`src/verilog/dcache_pkg.sv`:
```
`default_nettype none

package dcache_pkg;

    // ~~~~~~~~~~~~~~~~~~~~~~~~~~~~~~~~~~~~~~~
    // Cache geometry
    // ~~~~~~~~~~~~~~~~~~~~~~~~~~~~~~~~~~~~~~~
    localparam int addr_width   = 32;
    localparam int word_width   = 32;
    localparam int offset_width = 2;                       // One 4-byte word per line
    localparam int index_width  = 6;
    localparam int num_lines    = 2 ** index_width;         // 64 lines
    localparam int tag_width    = addr_width - index_width - offset_width;

    // Access size as seen by the load/store unit
    typedef enum logic [1:0] {
        size_byte = 2'd0,
        size_half = 2'd1,
        size_word = 2'd2
    } size_t;

    // One processor access, held as a level until cache_miss is low
    typedef struct packed {
        logic                  read;
        logic                  write;
        size_t                 size;
        logic                  signed_load;
        logic [addr_width-1:0] addr;
        logic [word_width-1:0] wdata;
    } cpu_req_t;

    // Per-line state kept in the tag array
    typedef struct packed {
        logic                 valid;
        logic                 dirty;
        logic [tag_width-1:0] tag;
    } tag_entry_t;

    typedef struct packed {
        logic [tag_width-1:0]    tag;
        logic [index_width-1:0]  index;
        logic [offset_width-1:0] offset;
    } addr_fields_t;

    // Word request towards the memory port, always a full unsigned word
    typedef struct packed {
        logic                  read;
        logic                  write;
        logic [addr_width-1:0] addr;
        logic [word_width-1:0] wdata;
    } mem_req_t;

endpackage

`default_nettype wire

```
`src/verilog/block_array.sv`:
```
`default_nettype none

// Line-indexed storage shared by the tag and data arrays of the cache.
// Reads are combinational so a hit can be resolved in the request cycle
module block_array #(
    parameter type entry_t        = logic [31:0],
    parameter bit  clear_on_reset = 1'b0
) (
    input  wire                                 clk,
    input  wire                                 rst,

    // Read port
    input  wire  [dcache_pkg::index_width-1:0]  rd_index,
    output entry_t                              rd_entry,

    // Write port
    input  wire                                 wr_en,
    input  wire  [dcache_pkg::index_width-1:0]  wr_index,
    input  wire  entry_t                        wr_entry
);

    entry_t entries [dcache_pkg::num_lines];

    // ~~~~~~~~~~~~~~~~~~~~~~~~~~~~~~~~~~~~~~~
    // Read side
    // ~~~~~~~~~~~~~~~~~~~~~~~~~~~~~~~~~~~~~~~
    assign rd_entry = entries[rd_index];

    // ~~~~~~~~~~~~~~~~~~~~~~~~~~~~~~~~~~~~~~~
    // Write side
    // ~~~~~~~~~~~~~~~~~~~~~~~~~~~~~~~~~~~~~~~
    always_ff @(posedge clk) begin
        if (rst && clear_on_reset) begin
            // Zeroing the tag entries drops every valid and dirty bit
            for (int i = 0; i < dcache_pkg::num_lines; i++) begin
                entries[i] <= '0;
            end
        end else if (wr_en) begin
            entries[wr_index] <= wr_entry;
        end
    end

endmodule

`default_nettype wire

```
`src/verilog/access_align.sv`:
```
`default_nettype none

// Byte-lane steering between the processor and a cached word.
// Loads pick a lane and extend it, stores patch lanes into the line word
module access_align (
    input  wire  dcache_pkg::cpu_req_t  req,
    input  wire  [31:0]                 line_word,
    output logic [31:0]                 load_data,
    output logic [31:0]                 store_word
);

    dcache_pkg::addr_fields_t fields;
    logic [dcache_pkg::offset_width-1:0] offset;
    logic [4:0] lane_shift;                             // Bit position of the addressed byte
    logic [7:0] lane_byte;
    logic [15:0] lane_half;

    assign fields     = req.addr;
    assign offset     = fields.offset;
    assign lane_shift = {offset, 3'b000};

    // Halfwords sit on even bytes, so offset bit 0 is ignored
    assign lane_byte = line_word[lane_shift +: 8];
    assign lane_half = offset[1] ? line_word[31:16] : line_word[15:0];

    // ~~~~~~~~~~~~~~~~~~~~~~~~~~~~~~~~~~~~~~~
    // Load path
    // ~~~~~~~~~~~~~~~~~~~~~~~~~~~~~~~~~~~~~~~
    always_comb begin
        case (req.size)
            dcache_pkg::size_byte: begin
                load_data = {{24{req.signed_load & lane_byte[7]}}, lane_byte};
            end
            dcache_pkg::size_half: begin
                load_data = {{16{req.signed_load & lane_half[15]}}, lane_half};
            end
            default: begin
                load_data = line_word;                  // Word loads ignore the offset
            end
        endcase
    end

    // ~~~~~~~~~~~~~~~~~~~~~~~~~~~~~~~~~~~~~~~
    // Store path
    // ~~~~~~~~~~~~~~~~~~~~~~~~~~~~~~~~~~~~~~~
    always_comb begin
        store_word = line_word;
        case (req.size)
            dcache_pkg::size_byte: begin
                store_word[lane_shift +: 8] = req.wdata[7:0];
            end
            dcache_pkg::size_half: begin
                if (offset[1]) begin
                    store_word[31:16] = req.wdata[15:0];
                end else begin
                    store_word[15:0] = req.wdata[15:0];
                end
            end
            default: begin
                store_word = req.wdata;
            end
        endcase
    end

endmodule

`default_nettype wire

```
`src/verilog/cache_ctrl.sv`:
```
`default_nettype none

// Hit detection and miss sequencing for the direct-mapped cache.
// A miss on a dirty line writes the victim back before the refill
module cache_ctrl (
    input  wire                              clk,
    input  wire                              rst,

    // Processor access and the state of its line
    input  wire  dcache_pkg::cpu_req_t       req,
    input  wire  dcache_pkg::addr_fields_t   fields,
    input  wire  dcache_pkg::tag_entry_t     tag_entry,
    input  wire  [31:0]                      line_word,
    input  wire  [31:0]                      store_word,

    // Memory port
    input  wire                              mmu_mem_ready,
    input  wire  [31:0]                      mmu_data_out,
    output dcache_pkg::mem_req_t             mem_req,

    // Array write ports
    output logic                             tag_wr_en,
    output dcache_pkg::tag_entry_t           tag_wr_entry,
    output logic                             data_wr_en,
    output logic [31:0]                      data_wr_word,

    output logic                             cache_miss
);

    typedef enum logic [1:0] {
        st_idle      = 2'd0,
        st_writeback = 2'd1,
        st_refill    = 2'd2
    } state_t;

    state_t state;
    state_t state_next;

    logic access;
    logic hit;
    logic miss_now;

    assign access      = req.read || req.write;
    assign hit         = tag_entry.valid && (tag_entry.tag == fields.tag);
    assign miss_now    = access && !hit;

    // Stays high from the miss until the refilled line is seen as a hit
    assign cache_miss = (state != st_idle) || miss_now;

    // ~~~~~~~~~~~~~~~~~~~~~~~~~~~~~~~~~~~~~~~
    // State register and next state
    // ~~~~~~~~~~~~~~~~~~~~~~~~~~~~~~~~~~~~~~~
    always_ff @(posedge clk) begin
        if (rst) begin
            state <= st_idle;
        end else begin
            state <= state_next;
        end
    end

    always_comb begin
        state_next = state;
        case (state)
            st_idle: begin
                if (miss_now) begin
                    if (tag_entry.valid && tag_entry.dirty) begin
                        state_next = st_writeback;
                    end else begin
                        state_next = st_refill;
                    end
                end
            end
            st_writeback: begin
                if (mmu_mem_ready) begin
                    state_next = st_refill;         // Victim is safe in memory
                end
            end
            st_refill: begin
                if (mmu_mem_ready) begin
                    state_next = st_idle;
                end
            end
            default: begin
                state_next = st_idle;
            end
        endcase
    end

    // ~~~~~~~~~~~~~~~~~~~~~~~~~~~~~~~~~~~~~~~
    // Memory requests
    // ~~~~~~~~~~~~~~~~~~~~~~~~~~~~~~~~~~~~~~~
    always_comb begin
        mem_req = '0;
        case (state)
            st_writeback: begin
                // Victim address comes from the stored tag, not the request
                mem_req.write = 1'b1;
                mem_req.addr  = {tag_entry.tag, fields.index, {dcache_pkg::offset_width{1'b0}}};
                mem_req.wdata = line_word;
            end
            st_refill: begin
                mem_req.read = 1'b1;                // Line traffic is word aligned
                mem_req.addr = {fields.tag, fields.index, {dcache_pkg::offset_width{1'b0}}};
            end
            default: begin
                mem_req = '0;
            end
        endcase
    end

    // ~~~~~~~~~~~~~~~~~~~~~~~~~~~~~~~~~~~~~~~
    // Array updates
    // ~~~~~~~~~~~~~~~~~~~~~~~~~~~~~~~~~~~~~~~
    always_comb begin
        tag_wr_en    = 1'b0;
        tag_wr_entry = '0;
        data_wr_en   = 1'b0;
        data_wr_word = store_word;

        if (state == st_refill && mmu_mem_ready) begin
            // Install a clean line so that a pending store then hits in idle
            tag_wr_en          = 1'b1;
            tag_wr_entry.valid = 1'b1;
            tag_wr_entry.dirty = 1'b0;
            tag_wr_entry.tag   = fields.tag;
            data_wr_en         = 1'b1;
            data_wr_word       = mmu_data_out;
        end else if (state == st_idle && req.write && hit) begin
            tag_wr_en          = 1'b1;
            tag_wr_entry.valid = 1'b1;
            tag_wr_entry.dirty = 1'b1;
            tag_wr_entry.tag   = fields.tag;
            data_wr_en         = 1'b1;
        end
    end

endmodule

`default_nettype wire

```
`src/verilog/l1_data_cache.sv`:
```
`default_nettype none

// Direct-mapped write-back L1 data cache, 64 lines of one word each
module l1_data_cache (
    input  wire                         clk,
    input  wire                         rst,

    // Load/store unit
    input  wire  dcache_pkg::cpu_req_t  req,
    output logic                        cache_miss,
    output logic [31:0]                 data_out,

    // Memory port
    input  wire                         mmu_mem_ready,
    input  wire  [31:0]                 mmu_data_out,
    output dcache_pkg::mem_req_t        mem_req
);

    dcache_pkg::addr_fields_t fields;

    dcache_pkg::tag_entry_t tag_rd_entry;
    dcache_pkg::tag_entry_t tag_wr_entry;
    logic                   tag_wr_en;

    logic [dcache_pkg::word_width-1:0] line_word;
    logic [dcache_pkg::word_width-1:0] data_wr_word;
    logic                              data_wr_en;

    logic [31:0] store_word;

    // Tag, index and offset straight from the byte address
    assign fields = req.addr;

    // ~~~~~~~~~~~~~~~~~~~~~~~~~~~~~~~~~~~~~~~
    // Control
    // ~~~~~~~~~~~~~~~~~~~~~~~~~~~~~~~~~~~~~~~
    cache_ctrl ctrl_inst (
        .clk           (clk),
        .rst           (rst),
        .req           (req),
        .fields        (fields),
        .tag_entry     (tag_rd_entry),
        .line_word     (line_word),
        .store_word    (store_word),
        .mmu_mem_ready (mmu_mem_ready),
        .mmu_data_out  (mmu_data_out),
        .mem_req       (mem_req),
        .tag_wr_en     (tag_wr_en),
        .tag_wr_entry  (tag_wr_entry),
        .data_wr_en    (data_wr_en),
        .data_wr_word  (data_wr_word),
        .cache_miss    (cache_miss)
    );

    // ~~~~~~~~~~~~~~~~~~~~~~~~~~~~~~~~~~~~~~~
    // Storage
    // ~~~~~~~~~~~~~~~~~~~~~~~~~~~~~~~~~~~~~~~
    block_array #(
        .entry_t        (dcache_pkg::tag_entry_t),
        .clear_on_reset (1'b1)                      // Valid and dirty start clear
    ) tag_array (
        .clk      (clk),
        .rst      (rst),
        .rd_index (fields.index),
        .rd_entry (tag_rd_entry),
        .wr_en    (tag_wr_en),
        .wr_index (fields.index),
        .wr_entry (tag_wr_entry)
    );

    block_array #(
        .entry_t        (logic [dcache_pkg::word_width-1:0]),
        .clear_on_reset (1'b0)
    ) data_array (
        .clk      (clk),
        .rst      (rst),
        .rd_index (fields.index),
        .rd_entry (line_word),
        .wr_en    (data_wr_en),
        .wr_index (fields.index),
        .wr_entry (data_wr_word)
    );

    // Load result is only meaningful while cache_miss is low
    access_align align_inst (
        .req        (req),
        .line_word  (line_word),
        .load_data  (data_out),
        .store_word (store_word)
    );

endmodule

`default_nettype wire

```
`config.mk`:
```
export PLATFORM = sky130hd
export DESIGN_NAME = l1_data_cache
export DESIGN_NICKNAME = d
export VERILOG_FILES = /design/src/verilog/dcache_pkg.sv /design/src/verilog/block_array.sv /design/src/verilog/access_align.sv /design/src/verilog/cache_ctrl.sv /design/src/verilog/l1_data_cache.sv
export SDC_FILE = /design/constraint.sdc
export NUM_CORES = 2
export LEC_CHECK = 0
export BUFFER_PORTS_ARGS = -buffer_cell sky130_fd_sc_hd__buf_4
export CAP_MARGIN = 10
export CELL_PAD_IN_SITES_DETAIL_PLACEMENT = 0
export CELL_PAD_IN_SITES_GLOBAL_PLACEMENT = 1
export CORE_MARGIN = 2
export CORE_UTILIZATION = 45
export DETAILED_ROUTE_END_ITERATION = 10
export PLACE_DENSITY_LB_ADDON = 0.25
export REMOVE_ABC_BUFFERS = 1
export SYNTH_ARGS = -nofsm -noshare
export SYNTH_HDL_FRONTEND = slang
export SYNTH_HIERARCHICAL = 1
export SYNTH_SLANG_ARGS = --single-unit
```
`constraint.sdc`:
```
create_clock -name clk -period 6.47 [get_ports clk]
set_input_delay 1.294 -clock clk [delete_from_list [all_inputs] [get_ports clk]]
set_output_delay 1.294 -clock clk [all_outputs]
set_load 0.03 [all_outputs]
```
Word level (Yosys, flattened, before mapping)
Memory sizes are Yosys's and may differ from the RTL's.
Index checks and enable logic that the tools add are counted.
{ "word_totals": {"reg_bits": 2, "ram_bits": 3712, "in_bits": 104, "out_inout_bits": 99, "elab_cells": 59, "memories": 2} }
{ "memory_table": {"columns": ["name", "words", "width", "rd", "rd_clocked_by_memory_dff", "write_ports", "line", "rtl"], "rows": [
  ["data_array.entries", 64, 32, 1, 0, 1, "block_array.sv:22", "entry_t entries [dcache_pkg::num_lines];"],
  ["tag_array.entries", 64, 26, 1, 0, 64, "block_array.sv:22", null]
]} }
{ "classes": {"n_addsub": 1, "n_eq_ne": 7, "n_shift": 3, "n_mux": 29, "bitwise": 2, "reduce_logical": 14} }
{ "ops": {"columns": ["operator", "count"], "rows": [
  ["one-hot mux 32 bit (2 select lines)", 3],
  ["2-to-1 mux 26 bit", 3],
  ["2-to-1 mux 32 bit", 2],
  ["2-to-1 mux 16 bit", 3],
  ["bitwise mux 32 bit", 1],
  ["variable shift 8 x 7 -> 32 bit (first input constant)", 1],
  ["variable part select 32 x 6 -> 8 bit", 1],
  ["variable part select 8 x 7 -> 32 bit", 1],
  ["OR reduction 26 bit", 1],
  ["equality test 24 bit", 1],
  ["2-to-1 mux 1 bit", 11],
  ["2-to-1 mux 2 bit", 4],
  ["negation 5 -> 7 bit", 1],
  ["logical AND 1 bit", 6],
  ["2-to-1 mux 6 bit", 1],
  ["one-hot mux 2 bit (3 select lines)", 1],
  ["equality test 2 x 1 -> 1 bit (second input constant)", 2],
  ["zero test 2 bit", 2],
  ["inequality test 2 bit (second input constant)", 2],
  ["AND reduction 3 bit", 1],
  ["AND 1 bit", 2],
  ["equality test 2 bit (second input constant)", 1],
  ["logical OR 1 bit", 2],
  ["inequality test 2 x 1 -> 1 bit (second input constant)", 1],
  ["2 further kinds", 2]
]} }

Longest topological paths before layout
An unclocked memory read counts as a cell.
{ "depth": {"depth_word": 11, "ltp_mapped": 23, "depth_no_buf": 16} }

By module
The synthesis kept the hierarchy.
{ "by_module_without_submodules": {"columns": ["mod", "instances", "cells_each", "area_each_um2", "seq_area_each_um2"], "rows": [
  ["block_array (data_array)", 1, 3292, 77874.7, 61499.0],
  ["block_array (tag_array)", 1, 5038, 76314.4, 49967.9],
  ["cache_ctrl", 1, 220, 1695.4, 40.0],
  ["access_align", 1, 235, 1574.0, 0.0]
]} }

Worst setup path before layout
Ideal clock, no wire load.
{ "synth_path": {"path_kind": "input -> register", "startpoint": "input port req[34] (netlist bit)", "endpoint": "memory data_array/entries[48][0] (netlist bit) (enable)", "setup_time_ns": 0.461, "arrival_ns": 6.454, "t_required_ns": 6.009, "slack_ns": -0.444, "cell_stages": 17, "path_buffers": 3, "cell_sequence": "buf_6 -> buf_2 -> mux4_2 -> mux2i_1 -> nor2b_1 -> o311ai_1 -> a21oi_1 -> xor2_1 -> nor4_1 -> nand4_1 -> nor2_2 -> a21boi_2 -> buf_6 -> inv_1 -> nor2b_1 -> nand4b_1 -> nor3_1"} }
{ "synth_lines": {"columns": ["element", "line", "rtl"], "rows": [
  ["start, declared", "l1_data_cache.sv:9", "input wire dcache_pkg::cpu_req_t req,"],
  ["end, declared", "block_array.sv:22", null]
]} }

Worst setup path after layout
{ "layout_path": {"startpoint": "input port req[34] (netlist bit)", "endpoint": "output port data_out[1]"} }
{ "layout_between": {"elab_chain_cells": 3, "word_cells_on_any_way": 4, "cone_classes": "shift: 1; mux: 2; memory: 1"} }
{ "layout_rtl": {"columns": ["element", "line", "rtl"], "rows": [
  ["memory (64 x 32 bit) *", null, null],
  ["named net line_word (one bit)", "l1_data_cache.sv:25", "logic [dcache_pkg::word_width-1:0] line_word;"],
  ["variable part select 32 x 6 -> 8 bit or 2-to-1 mux 16 bit (tied branches)", "access_align.sv:23, access_align.sv:24", null],
  ["one-hot mux 32 bit (2 select lines) *", "access_align.sv:30", "case (req.size)"],
  ["end, declared", "l1_data_cache.sv:11", "output logic [31:0] data_out,"]
]} }
The timed path passes the listed nets; every way through them passes the cells marked *.

==> flow_metrics.tcl <==
set metrics [dict create \
    outcome "completed" \
    routed_wl_mm 451 \
    fin_crit_sh_pct 98.8 \
    globalplace.congestion 0.919 \
    setup_viol 0 \
    grt_first_pass_wirelength_mm 643 \
    hpwl_mm 296 \
    layout-drive-gt1-share_pct 29.4 \
    power_density_nw_per_um2 290 \
    worstHoldEndpoint "ctrl_inst/state[0]" \
    syn_avg_cell_area_um2 17.9 \
    async_flop_share_pct 0 \
    syn-instance-count 8785 \
    cts_tree "built" \
    first_pass_iters 6 \
    fmax_mhz 156 \
    finalCriticalPeriod_ns 6.39 \
    cp_max_fo 25 \
    grt_use_met2_pct 41.9 \
    slew_violations 0 \
    syn_to_final_growth_pct 18.5 \
    cpPeakStageDelay_ns 0.70 \
    grt_usage_pct 25.3 \
    combPwrFrac_pct 10.0 \
    fin_util_pct 53.5 \
    r2r-start "tag_array/entries[12][19]" \
    via_per_inst 5.85 \
    wire_per_inst_um 30.8 \
    critical-path-top-delay-family "buffers and inverters" \
    cp_slowest_cell "nor3_1" \
    yosysSeqAreaShare_pct 70.8 \
    pwr-share-clk_pct 39.2 \
    grt.met1_usage_pct 34.3 \
    reg2reg_to "tag_array/entries[32][5]" \
    intPower_mw 41.3 \
    hold_path_class "register to register" \
    cts_max_path_buffers 4 \
    synth_ff_type "edfxtp_1" \
    vdd_drop_max_mv 0.283 \
    ff2ff_setup_slack_ns 1.02 \
    drtIter0Drc 8995 \
    use_met3_pct 3.31 \
    grt.busiest_layer "met2" \
    holdPathStages 2 \
    synth.most_common_cell "edfxtp_1" \
    final_cells 14630 \
    crit_arrival_ns 5.10 \
    yosys.area.top_type "edfxtp_1" \
    synthTopCellsByArea "edfxtp_1 71%, mux4_2 12%, and2_1 6.8%" \
    final_nets 9822 \
    switching_share_pct 23.6 \
    clkSinkCount 3714 \
    critPathKind "input port to primary output" \
    clock_latency_ns 0.97 \
    synth_seq_cells 3714 \
    cp_num_buf_inv 6 \
    cap_violations 0 \
    synth_common_cells "3,712 x edfxtp_1, 1,707 x and2_1, 850 x mux4_2" \
    cts_max_level 5 \
    cts_buffers 388 \
    grt_pass1_vias 87082 \
    maxSlewHeadroom_pct 21.2 \
    tightest_slew_ns 1.18 \
    cp_cell_sequence "buf_16 -> buf_12 -> buf_12 -> buf_4 -> buf_4 -> mux4_2 -> nor2b_1 -> a21oi_1 -> a311oi_1 -> nor3_1 -> a22oi_1 -> o21ai_0 -> buf_4" \
    dp_cells 13920 \
    rsz0062_at_grt "false" \
    drc 0 \
    path_common_cell "buf_4" \
    min_from "ctrl_inst/state[0]" \
    nFillCells 27247 \
    num_rows 217 \
    portBuffers 200 \
    fp.dieW_um 596 \
    switching_power_mw 12.8 \
    synth_area_um2 157000 \
    hold_violations 0 \
    yosysTopAreaCellShare_pct 70.8 \
    antenna_found_initial 30 \
    synth_warnings 6 \
    start_util_pct 45.1 \
    p_leak_nw 64.5 \
    p_seq_share_pct 50.9 \
    finalClockSkew_ns 0.0534 \
    post-cts-setup-buffer-count 0 \
    reg2reg_depth 18 \
    finalPower_mw 54.0 \
    crit_required_ns 5.18 \
    die_h_um 596 \
    dieArea_um2 355000 \
    grt_overflow 0 \
    placed_cell_area_um2 175000 \
    io_pins 203 \
    stdcell_area_um2 187000 \
    worst_setup_path_start_kind "input port" \
    dr_total_vias 85629 \
    hold_buffers 0 \
    clk_pin_slew_ns 0.06 \
    finalSetupTns_ns 0 \
    synth_cell_type_count 75 \
    coreArea_um2 349000 \
    cp-end-kind "primary output" \
    synth_edf_count 3712 \
    root_buffer "clkbuf_16" \
    ant_nets 0 \
    grt_max_degree 80 \
]
## worst reg2reg max path, delay by kind of cell (launching register included)
kind                   cells  cell delay, ns
flip-flops                 1            0.37
AO/OA/AOI/OAI              3            1.22
XOR/XNOR                   1            0.22
multiplexers               2            0.77
AND/OR/NAND/NOR            9            2.01
buffers and inverters      3            0.56
## power by group through the flow
| stage | Sequential [mW] | Clock [mW] | Combinational, mW |
|---|---|---|---|
| 4_1_cts | 27.5 | 21.5 | 5.37 |
| 2_1_floorplan | 27.9 | 0 | 2.13 |
| 3_3_place_gp | 28.0 | 0 | 5.28 |
| 6_report | 27.5 | 21.2 | 5.38 |
| 5_1_grt | 27.5 | 22.4 | 5.59 |
| 3_5_place_dp | 28.0 | 0 | 5.36 |
## worst max path at each step
stage             from                   endpoint  slack [ns]  depth (start not counted)
2_1_floorplan  req[34]  data_array/entries[48][0]       -1.68                         14
3_3_place_gp   req[34]  tag_array/entries[32][22]       -1.04                         22
3_5_place_dp   req[34]   tag_array/entries[32][5]       -1.01                         22
4_1_cts        req[34]                 cache_miss        0.02                         15
5_1_grt        req[34]                 cache_miss        0.04                         16
6_report       req[34]                data_out[1]        0.08                         13
## cell families after synthesis
kind of cell,count (synthesis),synth area share [%]
other,1,0.00238
buffers and inverters,732,2.12
AOI/OAI and AO/OA,626,2.80
muxes,1287,15.0
and+or+nand+nor,2393,9.03
xor gates and xnor gates,24,0.133
adders and majority gates,8,0.0636
DFF,3714,70.8
## sequential cells by signal, indices dropped and copies added (netlist names)
| name | flops |
|---|---|
| ctrl_inst/state | 2 |
| data_array/entries | 2048 |
| tag_array/entries | 1664 |
## final cells by class
type,instances,area (um2),share of cell area [%]
diodes,19,47.5,0.0255
clock buffers,475,10100,5.41
clock inverters,217,1790,0.957
inverters,18,67.6,0.0362
multi-input cells,4340,43300,23.2
flip-flops and latches,3714,112000,59.8
well taps,4599,5750,3.08
repair buffers,1248,14000,7.49
## what timing repair did
action                                  in CTS  in global routing
hold endpoints to repair                     0                  0
endpoints found under the setup margin      22                  1
resized for setup                            6                  2
## cell usage in the layout, fill, tap and decap left out, types with 23 or more instances in the layout
master | netlist | layout
buf_4 | 78 | 879
nand2_1 | 130 | 129
buf_12 | 1 | 365
mux4_2 | 850 | 850
edfxtp_1 | 3712 | 3712
a22o_1 | 29 | 29
mux2i_1 | 315 | 315
clkbuf_16 | 0 | 391
clkbuf_1 | 440 | 84
nor2_4 | 0 | 63
and2_1 | 1707 | 1707
o22ai_1 | 109 | 109
or2_2 | 66 | 66
o21ai_0 | 37 | 37
clkinv_1 | 0 | 92
a221o_1 | 23 | 23
xor2_1 | 23 | 23
a21oi_1 | 146 | 146
a22oi_1 | 64 | 64
nor2b_1 | 131 | 123
clkinv_2 | 0 | 69
nor2_1 | 228 | 152
mux2_2 | 122 | 122
a211oi_1 | 53 | 53
a221oi_1 | 30 | 30
o221ai_1 | 48 | 47
## through the flow
stage	worst slack [ns]	hold slack, ns
floorplan	-1.68	0.469
global placement	-1.04	0.496
detailed placement	-1.01	0.505
CTS	0.0177	0.512
global route	0.0425	0.555
finish	0.0763	0.511
## routing by layer
layer / up-vias / share of wire [%]
li1: 36189 / -
met1: 45286 / 40
met2: 3457 / 49
met3: 695 / 7.0
met4: 2 / 4.2
met5: - / 0.0029
Power figures use the tool's default switching activity.
